$ cat src/hwcnn_data_pkg.sv
`default_nettype none

package hwcnn_data_pkg;

	localparam int KER_TAPS = 3;   // Taps per 1-D kernel
	localparam int TILE_LEN = 4;   // Samples per F(2,3) tile

	// Kernel taps plus one bias slot
	localparam int TAP_SEL_W = $clog2(KER_TAPS + 1);

	typedef logic signed [7:0]  feature_t;
	typedef logic signed [7:0]  weight_t;
	typedef logic signed [9:0]  wino_t;   // Doubled G*g
	typedef logic signed [23:0] acc_t;

endpackage

`default_nettype wire

$ cat src/weight_buffer.sv
`timescale 1ns/1ps
`default_nettype none

module weight_buffer import hwcnn_data_pkg::*; #(
	parameter int X_PE = 4
) (
	input  logic                           clk,
	input  logic                           rst,
	input  logic                           ker_we,
	input  logic [$clog2(X_PE)-1:0]        ker_pe,
	input  logic [TAP_SEL_W-1:0]           ker_tap,
	input  weight_t                        ker_data,
	output wino_t [X_PE-1:0][TILE_LEN-1:0] ker_wino,
	output acc_t [X_PE-1:0]                bias
);

	weight_t taps [X_PE][KER_TAPS];   // Raw g0..g2 per PE

	always_ff @(posedge clk) begin
		if (rst) begin
			for (int p = 0; p < X_PE; p++) begin
				bias[p] <= '0;
				for (int k = 0; k < KER_TAPS; k++)
					taps[p][k] <= '0;
			end
		end else if (ker_we) begin
			if (ker_tap == TAP_SEL_W'(KER_TAPS))
				bias[ker_pe] <= acc_t'(ker_data);   // Sign-extended
			else
				taps[ker_pe][ker_tap] <= ker_data;
		end
	end

	// G*g scaled by two so every term stays integer
	always_comb begin
		wino_t g0;
		wino_t g1;
		wino_t g2;
		for (int p = 0; p < X_PE; p++) begin
			g0 = wino_t'(taps[p][0]);
			g1 = wino_t'(taps[p][1]);
			g2 = wino_t'(taps[p][2]);
			ker_wino[p][0] = g0 + g0;
			ker_wino[p][1] = g0 + g1 + g2;
			ker_wino[p][2] = g0 - g1 + g2;
			ker_wino[p][3] = g2 + g2;
		end
	end

endmodule

`default_nettype wire

$ cat config.mk
export PLATFORM = sky130hd
export DESIGN_NAME = weight_buffer
export DESIGN_NICKNAME = d
export VERILOG_FILES = /design/src/hwcnn_data_pkg.sv /design/src/weight_buffer.sv
export SDC_FILE = /design/constraint.sdc
export NUM_CORES = 1
export LEC_CHECK = 0
export BUFFER_PORTS_ARGS = -buffer_cell sky130_fd_sc_hd__buf_2
export CORE_AREA = 2 2 142 144
export CTS_BUF_LIST = sky130_fd_sc_hd__clkbuf_16
export DETAILED_ROUTE_END_ITERATION = 10
export DIE_AREA = 0 0 144 146
export PLACE_DENSITY = 0.81
export SLEW_MARGIN = 20
export SYNTH_ARGS = -nofsm -noshare
export SYNTH_HDL_FRONTEND = slang
export SYNTH_SLANG_ARGS = --single-unit
$ cat constraint.sdc
create_clock -name clk -period 3.31 [get_ports clk]
set_input_delay 0.331 -clock clk [delete_from_list [all_inputs] [get_ports clk]]
set_output_delay 0.331 -clock clk [all_outputs]
set_load 0.01 [all_outputs]
==> results of run 1 <==
## what timing repair did
| item | CTS | global route |
|---|---|---|
| endpoints found under the setup margin | 8 | 14 |
| setup buffers | 3 | 14 |
| pin swaps | 6 | 26 |
| resized for setup | 17 | 39 |
## registers in the layout, summed over array words and instances (netlist names)
signal,count
bias,32
taps,96
## routing by layer
layer  GRT usage  routed length, um  up-vias
met5           0                  0        -
met4     0.06569                358        0
met3     0.03685               1146       26
met2      0.3898              11910      247
met1      0.2510               9406     3551
li1            -                  -     3561
## cells in the final DEF (no fill, tap or decap), drive strengths merged, types with 7 or more instances in the layout
cell type and n:
nor3 11, o21bai 9, o22ai 7, clkbuf 17, and2 98, conb 8
nand3 9, inv 225, nor2 84, or2 16, ha 72, dfxtp 32
o21ai 20, a21oi 31, edfxtp 96, xnor2 34, fa 68, a21o 9
mux2i 32, xor2 12, buf 282, nand2 22, clkinv 7
## cell type report
cell class                      count  area [um^2]  area share
Inverter                          219        822.0     0.06885
Timing Repair Buffer              282         1465      0.1227
Sequential cell                   128         3523      0.2951
Clock inverter                     15        118.9    0.009956
Clock buffer                       17        425.4     0.03563
Multi-Input combinational cell    591         5250      0.4397
Antenna cell                        1        2.502   0.0002096
Tap cell                          265        331.6     0.02777
## worst max-delay path by stage
stage | endpoint | slack (ns) | cells after the start
floorplan | ker_wino[19] | 0.24 | 10
global placement | ker_wino[19] | 0.19 | 11
detailed placement | ker_wino[19] | 0.10 | 11
CTS | ker_wino[19] | -0.08 | 11
global route | ker_wino[19] | -0.21 | 11
finish | ker_wino[19] | -0.04 | 11
## power groups by stage
stage / Clock [mW] / Sequential (mW) / Combinational, mW
after floorplan: 0 / 1.87 / 1.70
after global placement: 0 / 1.88 / 2.28
after detailed placement: 0 / 1.89 / 2.34
after CTS: 1.74 / 1.85 / 2.38
after global routing: 1.83 / 1.86 / 2.77
final: 1.71 / 1.86 / 2.49
## kinds of logic (layout without fill, tap and decap cells)
group	after synthesis	in the layout	synth area share
AOI/OAI and AO/OA	107	107	0.06397
xor gates and xnor gates	46	46	0.03815
adders and majority gates	140	140	0.2142
buffers and inverters	381	533	0.1882
DFF	128	128	0.3336
muxes	32	32	0.03033
other	1	9	0.0003551
and+or+nand+nor	258	258	0.1311
## cell usage after synthesis (all sizes together), types with 9 or more instances
cell,count
inv,219
buf,150
and2,98
edfxtp,96
nor2,84
ha,72
fa,68
xnor2,34
dfxtp,32
mux2i,32
a21oi,31
nand2,22
o21ai,20
or2,16
clkbuf,12
xor2,12
nor3,11
a21o,9
nand3,9
o21bai,9
## worst max-delay path, stage by stage (launching register included)
cell	delay [ns]
sky130_fd_sc_hd__edfxtp_1	0.38
sky130_fd_sc_hd__inv_2	0.06
sky130_fd_sc_hd__fa_1	0.59
sky130_fd_sc_hd__inv_2	0.08
sky130_fd_sc_hd__ha_4	0.17
sky130_fd_sc_hd__fa_2	0.35
sky130_fd_sc_hd__a21o_1	0.18
sky130_fd_sc_hd__a21oi_2	0.16
sky130_fd_sc_hd__o21ai_2	0.09
sky130_fd_sc_hd__o21a_1	0.19
sky130_fd_sc_hd__o41ai_2	0.20
sky130_fd_sc_hd__buf_2	0.18
## metrics by stage
| step | cell area [um^2] | power [mW] |
|---|---|---|
| after global placement | 11090 | 4.166 |
| final | 11940 | 6.064 |
| after detailed placement | 11090 | 4.228 |
| after global routing | 11940 | 6.457 |
| after CTS | 11700 | 5.983 |
| after floorplan | 10590 | 3.567 |
==> results.txt, run 1 <==
----------------------------------------------------
[Status]
  Run status ... complete, but fails checks
  Violated checks ... negative setup slack

[Power and ir drop]
  Peak VDD IR ... 287.2 uV
  Total leakage power ... between 6 and 7 nW
  Design internal power ... approximately 4 mW
  Fraction of power spent switching nets ... 0.3530
  Logic pwr share ... 0.411
  Total net switching power ... roughly 2.1 mW
  Clock network fraction of total power ... 0.283
  Relative contribution of sequential cells to total power ... 0.306
  Power Dens Cells ... between 500 and 600 mW/mm^2

[Layout]
  Post-synthesis to final-layout area growth ... 13.04%
  Share of the core filled with cells ... 0.6175
  Net count, final ... ~1400
  Filler cells ... about 1600
  Count of non-filler cells in the finished layout ... between 1500 and 2000
  Fraction of layout cells with a size suffix above 1 ... 0.3075

[Global routing]
  Gr usage total ... 0.2126
  Antenna violations before repair ... 1
  Number of global-route vias before repair ... between 7000 and 8000
  Remaining Overflow, GRT ... 0
  Pin count of the biggest net entering global routing ... 45
  Wire length of the first global-routing pass ... 34680 um

[Synth]
  Warning count from the yosys run ... 0
  Mapped Avg Cell Area ... about 9.7 um^2
  Synth area leaders ... sky130_fd_sc_hd__edfxtp_1 27%, sky130_fd_sc_hd__fa_1 13%, sky130_fd_sc_hd__buf_4 11%, sky130_fd_sc_hd__ha_1 8.5%, sky130_fd_sc_hd__inv_1 7.8%
  Main flop type after synthesis ... sky130_fd_sc_hd__edfxtp_1
  Number of enable flip-flop cells after synthesis ... 96
  Sequential fraction of the synthesis area ... 0.3336
  Share of the synthesized area in the top cell type ... 0.2730
  Asr flop ratio synth ... 0
  Netlist area before placement ... 0.01056 mm^2
  Synthesized netlist cell count ... roughly 1100
  Post-synthesis cell type count ... 44
  #FFs+latches synth ... 128
  Synth area leader ... sky130_fd_sc_hd__edfxtp_1

[Placed design]
  Quantity of I/O buffers inserted on ports ... approximately 260
  Total half-perimeter wirelength after legalization and detailed placement ... between 15000 and 20000 um
  Cell count after placement ... roughly 1500
  Routability-driven placement congestion ratio ... 0.8476
  Setup slack at placement ... 0.1021 ns

[Critical path]
  Data arrival time at the worst-slack endpoint ... between 3 and 4 ns
  Startpoint of the most critical setup path ... taps[0][9]
  Crit. End Element ... primary output
  Category of the worst setup path launch point ... register
  Required time at the endpoint of the critical path ... approximately 3.0 ns
  Register-to-register setup slack ... between 2 and 2.5 ns
  Start-to-end type of the worst setup path ... register to primary output
  Launch instance of the worst register-to-register path ... bias[70]
  Worst reg-to-reg path cell count ... 2
  Reg2reg end ... bias[70]
  Top fanout value on the critical path ... 2

[Timing]
  RSZ-0062 raised after global routing ... true
  Post-layout worst setup margin ... -0.04412 ns
  Clk_skew ... 0 ns
  Total of endpoints with negative setup slack in the final report ... 1
  Fraction of the cycle the final worst path needs ... 1.013
  Time the final worst path needs with I/O delays and setup ... 3.354 ns
  Number of pins with negative max-slew slack in the final report ... 0
  Highest Clock Rate ... 298.1 MHz
  Slew HR ... 0.6148
  Final-layout worst hold slack ... a little under 0.4 ns
  Least-Margin Pin Slew ... 0.5779 ns
  Sum Neg Setup Slack ... -0.04412 ns
  Final number of hold-violating endpoints ... 0

[Floorplan]
  Floorplan row count ... 51
  Area inside the core boundary ... 0.01933 mm^2
  Die outline area ... 0.02102 mm^2
  Starting Density ... 0.5462
  Height of the chip ... approximately 150 um
  Ports ... 271
  Width of the die ... 144 um

[Drt]
  Total Routed Length ... ~23000 um
  Antenna-violating nets left ... 0
  Drt initial violations ... 331
  Vias post-DR ... 7385
  Residual DRC ... 0
  Drt wl/cell ... approximately 15 um
  Iteration count of the initial detailed-routing pass ... 5
  Number of vias per cell after detailed routing ... ~4.9

[Clocking]
  Clock sink count ... ~130
  Number of hold-repair buffers added at the cts stage ... 0
  Buffer depth of the longest clock path ... 2
  Clock slew at reported path FFs ... 0.06 ns
  CTS tree ... done
  Clock latency on the worst-skew pair ... about 0.4 ns
  Clock buffer count from CTS ... 17
  Maximum level of the CTS H-tree ... 4
  CTS Root Cell ... sky130_fd_sc_hd__clkbuf_16

[Min path]
  Worst-case hold path end point ... bias[2]
  Hold Path Cell Cnt ... 3
  Class of the tightest hold or removal check ... input port to register
  HP Start ... ker_data[2]

[Run]
  Number of max-cap violations ... 0

----------------------------------------------------
Note: power is estimated with default switching activity, not from simulation.
==> run 2, diff against run 1 <==
- CTS_BUF_LIST: sky130_fd_sc_hd__clkbuf_16 -> not set
- PLACE_DENSITY: 0.81 -> 0.9
==> run 2 against run 1 <==
Effect of this change: the run still ends with negative setup slack left; via count increased by 2.1%; cell count up 0.33%; hold slack improved by 0.024 ns; utilization up 0.65 points; largest power group unchanged.
==> results.txt, run 2 (synthesis results as in run 1) <==
----------------------------------------------------
[Critical path]
  Library cell appearing most often on the critical path ... sky130_fd_sc_hd__inv_2
  Register-to-register setup slack ... 2.39 ns (about the same)
  Category of the worst setup path launch point ... register
  Required time at the endpoint of the critical path ... 2.98 ns (about the same)
  Reg2reg end ... bias[70]
  Critical path buffer and inverter count ... 3 (unchanged)
  Worst reg-to-reg path cell count ... 2 (unchanged)
  Crit. End Element ... primary output
  Largest incremental delay on the critical path ... 0.58 ns (about the same)
  Family of cells with the greatest summed delay on the critical path ... adder cells
  Data arrival time at the worst-slack endpoint ... 3.06 ns (+0.04 ns)
  Startpoint of the most critical setup path ... taps[0][9]
  Start-to-end type of the worst setup path ... register to primary output
  Critical Path Slowest Stage Cell ... sky130_fd_sc_hd__fa_1
  Ordered list of cells on the worst path ... inv_2 -> fa_1 -> inv_2 -> ha_4 -> fa_2 -> a21o_1 -> a21oi_2 -> o21ai_2 -> o21a_1 -> o41ai_2 -> buf_2
  Top fanout value on the critical path ... 2 (unchanged)
  Launch instance of the worst register-to-register path ... bias[70]

[Clocking]
  Clock slew at reported path FFs ... 0.05 ns (about the same)
  Buffer depth of the longest clock path ... 2 (unchanged)
  CTS tree ... done
  Maximum level of the CTS H-tree ... 4 (unchanged)
  Clock buffer count from CTS ... 17 (unchanged)
  Clock sink count ... 128 (unchanged)
  CTS Root Cell ... sky130_fd_sc_hd__clkbuf_16
  Clock latency on the worst-skew pair ... 0.40 ns (about the same)

[Global routing]
  Antenna violations before repair ... 2 (+1)
  Wire length of the first global-routing pass ... 35110 um (+1.2%)
  Gr usage total ... 0.2142 (+0.001582)
  Number of global-route vias before repair ... 7320 (+4.2%)
  Pin count of the biggest net entering global routing ... 45 (unchanged)
  Remaining Overflow, GRT ... 0 (unchanged)

[Floorplan]
  Starting Density ... 0.5462 (unchanged)
  Area inside the core boundary ... 0.01933 mm^2 (unchanged)
  Ports ... 271 (unchanged)
  Die outline area ... 0.02102 mm^2 (unchanged)
  Width of the die ... 144 um (unchanged)
  Height of the chip ... 146 um (unchanged)
  Floorplan row count ... 51 (unchanged)

[Layout]
  Largest register by flop count ... taps
  Post-synthesis to final-layout area growth ... 14.24%
  Cell area after layout ... 0.01207 mm^2 (+1.1%)
  Share of the core filled with cells ... 0.6240 (+0.006536)
  Commonest cells after routing, fill and taps aside ... 262 x sky130_fd_sc_hd__buf_2, 204 x sky130_fd_sc_hd__inv_1, 98 x sky130_fd_sc_hd__and2_1
  Biggest registers after layout ... taps x96, bias x32
  Most frequent standard cell in the layout excluding fill and tap cells ... sky130_fd_sc_hd__buf_2
  Max reg flops ... 96 (unchanged)
  Net count, final ... 1398 (+0.29%)
  Filler cells ... 1466 (-6.6%)
  Fraction of layout cells with a size suffix above 1 ... 0.3129 (+0.005390)

[Min path]
  Worst-case hold path end point ... bias[49]
  Class of the tightest hold or removal check ... input port to register
  Hold Path Cell Cnt ... 3 (unchanged)
  HP Start ... ker_data[1]

[Power and ir drop]
  Fraction of power spent switching nets ... 0.3446 (-0.008353)
  Relative contribution of sequential cells to total power ... 0.296 (-0.010)
  Total leakage power ... 6.086 nW (+0.53%)
  Clock network fraction of total power ... 0.294 (+0.011)
  Design internal power ... 4.103 mW (+4.6%)
  Power Dens Cells ... 518.9 mW/mm^2 (+2.2%)
  Total net switching power ... 2.158 mW (+0.80%)
  Peak VDD IR ... 382.9 uV (+33%)
  Logic pwr share ... 0.410 (about the same)

[Timing]
  Clk_skew ... 0 ns (unchanged)
  Highest Clock Rate ... 294.7 MHz (-1.2%)
  Post-layout worst setup margin ... -0.08339 ns (-0.03927 ns)
  Total of endpoints with negative setup slack in the final report ... 1 (unchanged)
  Time the final worst path needs with I/O delays and setup ... 3.393 ns (+0.03927 ns)
  Fraction of the cycle the final worst path needs ... 1.025 (+0.01186)
  Slew HR ... 0.6518 (+0.03703)
  Least-Margin Pin Slew ... 0.5204 ns (-0.05747 ns)
  Final-layout worst hold slack ... 0.4164 ns (+0.02395 ns)
  Number of pins with negative max-slew slack in the final report ... 0 (unchanged)
  RSZ-0062 raised after global routing ... true
  Final number of hold-violating endpoints ... 0 (unchanged)

[Drt]
  Iteration count of the initial detailed-routing pass ... 5 (unchanged)
  Drt initial violations ... 391 (+18%)
  Drt wl/cell ... 15.44 um (+2.7%)
  Antenna-violating nets left ... 0 (unchanged)
  Total Routed Length ... 23510 um (+3.1%)
  Residual DRC ... 0 (unchanged)
  Number of vias per cell after detailed routing ... 4.951 (+1.8%)
  Vias post-DR ... 7540 (+2.1%)

[Placed design]
  Area post-placement ... 0.01111 mm^2 (+0.14%)
  Total half-perimeter wirelength after legalization and detailed placement ... 17820 um (+2.5%)
  Quantity of I/O buffers inserted on ports ... 262 (unchanged)
  Routability-driven placement congestion ratio ... 0.8661 (+2.2%)

[Run]
  Number of max-cap violations ... 0 (unchanged)

[Status]
  Run status ... complete, but fails checks
  Violated checks ... negative setup slack

----------------------------------------------------
-- run 2: worst max path at each step --
stage / endpoint / depth (start not counted)
2_1_floorplan: ker_wino[19] / 10
3_3_place_gp: ker_wino[19] / 11
3_5_place_dp: ker_wino[19] / 11
4_1_cts: ker_wino[19] / 11
5_1_grt: ker_wino[19] / 11
6_report: ker_wino[19] / 11
-- run 2: repair_timing --
| item | 4_1_cts | 5_1_grt |
|---|---|---|
| resized for setup | 21 | 39 |
| setup buffers | 5 | 13 |
| hold buffers | 0 | 0 |
| endpoints found under the setup margin | 10 | 13 |
| pin swaps | 7 | 27 |
-- run 2: worst reg2reg max path, cell delays in order, from the launching register on --
cell                      delay (ns)
sky130_fd_sc_hd__dfxtp_1        0.61
sky130_fd_sc_hd__mux2i_1        0.13
sky130_fd_sc_hd__nor2_1         0.11
-- run 2: routing by layer --
metal,up-vias,wire (um),GRT usage
met2,285,12060,0.3869
li1,3570,-,-
met4,0,667,0.08382
met3,51,1328,0.03620
met1,3634,9459,0.2510
met5,-,0,0
-- run 2: area by class of cell --
class,instances,area [um^2],area share
Antenna cell,2,5.005,0.0004148
Clock buffer,22,485.5,0.04024
Clock inverter,10,105.1,0.008711
Inverter,219,822.0,0.06813
Multi-Input combinational cell,591,5301,0.4394
Sequential cell,128,3523,0.2920
Tap cell,265,331.6,0.02748
Timing Repair Buffer,286,1491,0.1236
-- run 2: power groups by stage --
stage               registers (mW)  logic [mW]  clock network, mW
floorplan                     1.87        1.70                  0
detailed placement            1.89        2.37                  0
CTS                           1.85        2.42               1.87
global placement              1.88        2.28                  0
global route                  1.86        2.82               1.94
finish                        1.85        2.56               1.84
-- run 2: per-stage QoR --
step | total power [mW] | cells | setup WS (ns) | setup TNS (ns)
2_1_floorplan | 3.567 | 1100 | 0.2447 | 0
3_3_place_gp | 4.157 | 1471 | 0.1731 | 0
3_5_place_dp | 4.252 | 1471 | 0.1356 | 0
4_1_cts | 6.145 | 1508 | -0.005187 | -0.005187
5_1_grt | 6.625 | 1523 | -0.1791 | -0.4321
6_report | 6.261 | 1523 | -0.08339 | -0.08339
==> run 3, diff against run 2 <==
- CORE_AREA: 2 2 142 144 -> 2 2 150 137
- DIE_AREA: 0 0 144 146 -> 0 0 152 139
- TNS_END_PERCENT: not set -> 50
==> run 3 against run 2 <==
Effect of this change: the run still ends with negative setup slack left; cell count down 0.66%; clock skew is the same; clock power up 3%; via count increased by 1.3%; non-clock buffer count up 2; final area down 0.25%; critical path depth did not move; register-to-register slack worse by 0.07 ns; critical path type unchanged; critical endpoint unchanged; largest power group unchanged.
==> results.txt, run 3 (synthesis results as in run 1) <==
----------------------------------------------------
[Status]
  Run status ... complete, but fails checks
  Violated checks ... negative setup slack

[Critical path]
  Critical path buffer and inverter count ... 3 (unchanged)
  Launch instance of the worst register-to-register path ... bias[70]
  Ordered list of cells on the worst path ... inv_2 -> fa_1 -> inv_2 -> ha_4 -> fa_2 -> a21o_1 -> a21oi_2 -> o21ai_2 -> o21a_1 -> o41ai_2 -> buf_2
  Critical Path Slowest Stage Cell ... sky130_fd_sc_hd__fa_1
  Reg2reg end ... bias[70]
  Register-to-register setup slack ... 2.32 ns (-0.07 ns)
  Worst reg-to-reg path cell count ... 2 (unchanged)
  Data arrival time at the worst-slack endpoint ... 2.99 ns (-0.07 ns)
  Largest incremental delay on the critical path ... 0.57 ns (about the same)
  Library cell appearing most often on the critical path ... sky130_fd_sc_hd__inv_2
  Crit. path cell count ... 11 (unchanged)
  Required time at the endpoint of the critical path ... 2.98 ns (about the same)
  Top fanout value on the critical path ... 2 (unchanged)
  Start-to-end type of the worst setup path ... register to primary output
  Family of cells with the greatest summed delay on the critical path ... adder cells
  Crit. End Element ... primary output
  Category of the worst setup path launch point ... register

[Timing]
  Slew HR ... 0.6009 (-0.05090)
  Total of endpoints with negative setup slack in the final report ... 1 (unchanged)
  Least-Margin Pin Slew ... 0.5965 ns (+0.07606 ns)
  Number of pins with negative max-slew slack in the final report ... 0 (unchanged)
  Fraction of the cycle the final worst path needs ... 1.004 (-0.02154)
  Highest Clock Rate ... 301.0 MHz (+2.1%)
  Time the final worst path needs with I/O delays and setup ... 3.322 ns (-0.07130 ns)
  Clk_skew ... 0 ns (unchanged)
  Post-layout worst setup margin ... -0.01209 ns (+0.07130 ns)
  Final number of hold-violating endpoints ... 0 (unchanged)
  RSZ-0062 raised after global routing ... true

[Run]
  Number of max-cap violations ... 0 (unchanged)

[Power and ir drop]
  Design internal power ... 4.163 mW (+1.5%)
  Clock network fraction of total power ... 0.300 (+0.006)
  Logic pwr share ... 0.407 (-0.003)
  Power Dens Cells ... 525.6 mW/mm^2 (+1.3%)
  Total leakage power ... 6.085 nW (about the same)
  Fraction of power spent switching nets ... 0.3419 (-0.002707)
  Peak VDD IR ... 328.5 uV (-14%)
  Relative contribution of sequential cells to total power ... 0.293 (-0.003)
  Total net switching power ... 2.163 mW (+0.25%)

[Layout]
  Most frequent standard cell in the layout excluding fill and tap cells ... sky130_fd_sc_hd__buf_2
  Count of non-filler cells in the finished layout ... 1513 (-0.66%)
  Max reg flops ... 96 (unchanged)
  Post-synthesis to final-layout area growth ... 13.96%
  Commonest cells after routing, fill and taps aside ... 262 x sky130_fd_sc_hd__buf_2, 206 x sky130_fd_sc_hd__inv_1, 98 x sky130_fd_sc_hd__and2_1
  Net count, final ... 1400 (+0.14%)
  Multi-input gate area in the final layout ... 0.005263 mm^2 (-0.73%)
  Flip-flop and latch area ... 0.003523 mm^2 (unchanged)
  Cell area after layout ... 0.01204 mm^2 (-0.25%)
  Fraction of layout cells with a size suffix above 1 ... 0.3073 (-0.005573)
  Biggest registers after layout ... taps x96, bias x32
  Filler cells ... 1586 (+8.2%)
  Largest register by flop count ... taps

[Min path]
  Class of the tightest hold or removal check ... input port to register
  Hold Path Cell Cnt ... 3 (unchanged)
  HP Start ... ker_data[1]
  Worst-case hold path end point ... bias[1]

[Clocking]
  Clock latency on the worst-skew pair ... 0.40 ns (about the same)
  Clock sink count ... 128 (unchanged)
  Number of hold-repair buffers added at the cts stage ... 0 (unchanged)
  Clock buffer count from CTS ... 17 (unchanged)
  Clock slew at reported path FFs ... 0.06 ns (about the same)
  Maximum level of the CTS H-tree ... 4 (unchanged)
  CTS tree ... done
  Buffer depth of the longest clock path ... 2 (unchanged)
  CTS Root Cell ... sky130_fd_sc_hd__clkbuf_16

[Global routing]
  Pin count of the biggest net entering global routing ... 45 (unchanged)
  Remaining Overflow, GRT ... 0 (unchanged)
  Wire length of the first global-routing pass ... 37150 um (+5.8%)
  Antenna violations before repair ... 0 (-2)
  Number of global-route vias before repair ... 7521 (+2.7%)
  Gr usage total ... 0.2192 (+0.005023)

[Drt]
  Residual DRC ... 0 (unchanged)
  Iteration count of the initial detailed-routing pass ... 5 (unchanged)
  Antenna-violating nets left ... 0 (unchanged)
  Vias post-DR ... 7638 (+1.3%)
  Drt wl/cell ... 15.97 um (+3.4%)
  Number of vias per cell after detailed routing ... 5.048 (+2.0%)
  Total Routed Length ... 24160 um (+2.7%)
  Drt initial violations ... 398 (+1.8%)

[Floorplan]
  Die outline area ... 0.02113 mm^2 (+0.49%)
  Ports ... 271 (unchanged)
  Width of the die ... 152 um (+5.6%)
  Height of the chip ... 139 um (-4.8%)
  Starting Density ... 0.5367 (-0.009585)
  Area inside the core boundary ... 0.01968 mm^2 (+1.8%)
  Floorplan row count ... 49 (-3.9%)

[Placed design]
  Routability-driven placement congestion ratio ... 0.8550 (-1.3%)
  Quantity of I/O buffers inserted on ports ... 262 (unchanged)
  Cell count after placement ... 1460 (-0.75%)
  Area post-placement ... 0.01109 mm^2 (-0.18%)
  Total half-perimeter wirelength after legalization and detailed placement ... 18090 um (+1.5%)

----------------------------------------------------
## run 3: repair_timing
action / in CTS / in global routing
pin swaps: 12 / 22
setup endpoints to repair: 8 / 17
setup buffers: 9 / 14
gates resized for setup: 20 / 37
## run 3: power groups by stage
stage / logic (mW) / registers (mW) / clock network, mW
global route: 2.83 / 1.86 / 1.99
CTS: 2.44 / 1.85 / 1.92
detailed placement: 2.37 / 1.89 / 0
global placement: 2.28 / 1.88 / 0
finish: 2.58 / 1.85 / 1.90
floorplan: 1.70 / 1.87 / 0
## run 3: worst reg2reg max path, stage by stage (launching register included)
cell	delay [ns]
sky130_fd_sc_hd__dfxtp_1	0.65
sky130_fd_sc_hd__mux2i_1	0.14
sky130_fd_sc_hd__nor2_1	0.13
## run 3: cell type report
type	count	share of cell area
sequential	128	0.2928
clock buffer	17	0.03535
multi-input combinational	591	0.4373
antenna	2	0.0004158
inverter	219	0.06830
tap	255	0.02651
timing repair buffer	288	0.1252
clock inverter	13	0.01424
## run 3: layer usage
layer	share of wire	vias up	track usage
li1	-	3571	-
met1	0.40	3690	0.2622
met2	0.52	334	0.4016
met3	0.061	43	0.03906
met4	0.020	0	0.06788
met5	0	-	0
## run 3: how the worst max path moves through the flow
stage / from / slack, ns / endpoint
2_1_floorplan: taps[0][17] / 0.24 / ker_wino[19]
3_3_place_gp: taps[0][17] / 0.18 / ker_wino[19]
3_5_place_dp: taps[0][17] / 0.08 / ker_wino[19]
4_1_cts: taps[2][17] / 0.002 / ker_wino[99]
5_1_grt: taps[3][1] / -0.14 / ker_wino[137]
6_report: taps[0][9] / -0.01 / ker_wino[19]
## run 3: through the flow
stage	power (mW)	utilization	setup WS (ns)	hold slack, ns	setup TNS [ns]
2_1_floorplan	3.567	-	0.2447	0.4749	0
3_3_place_gp	4.157	0.5635	0.1795	0.4686	0
3_5_place_dp	4.254	0.5635	0.08426	0.4765	0
4_1_cts	6.213	0.5998	0.001715	0.3831	0
5_1_grt	6.688	0.6113	-0.1382	0.3997	-0.7797
6_report	6.326	0.6115	-0.01209	0.3975	-0.01209
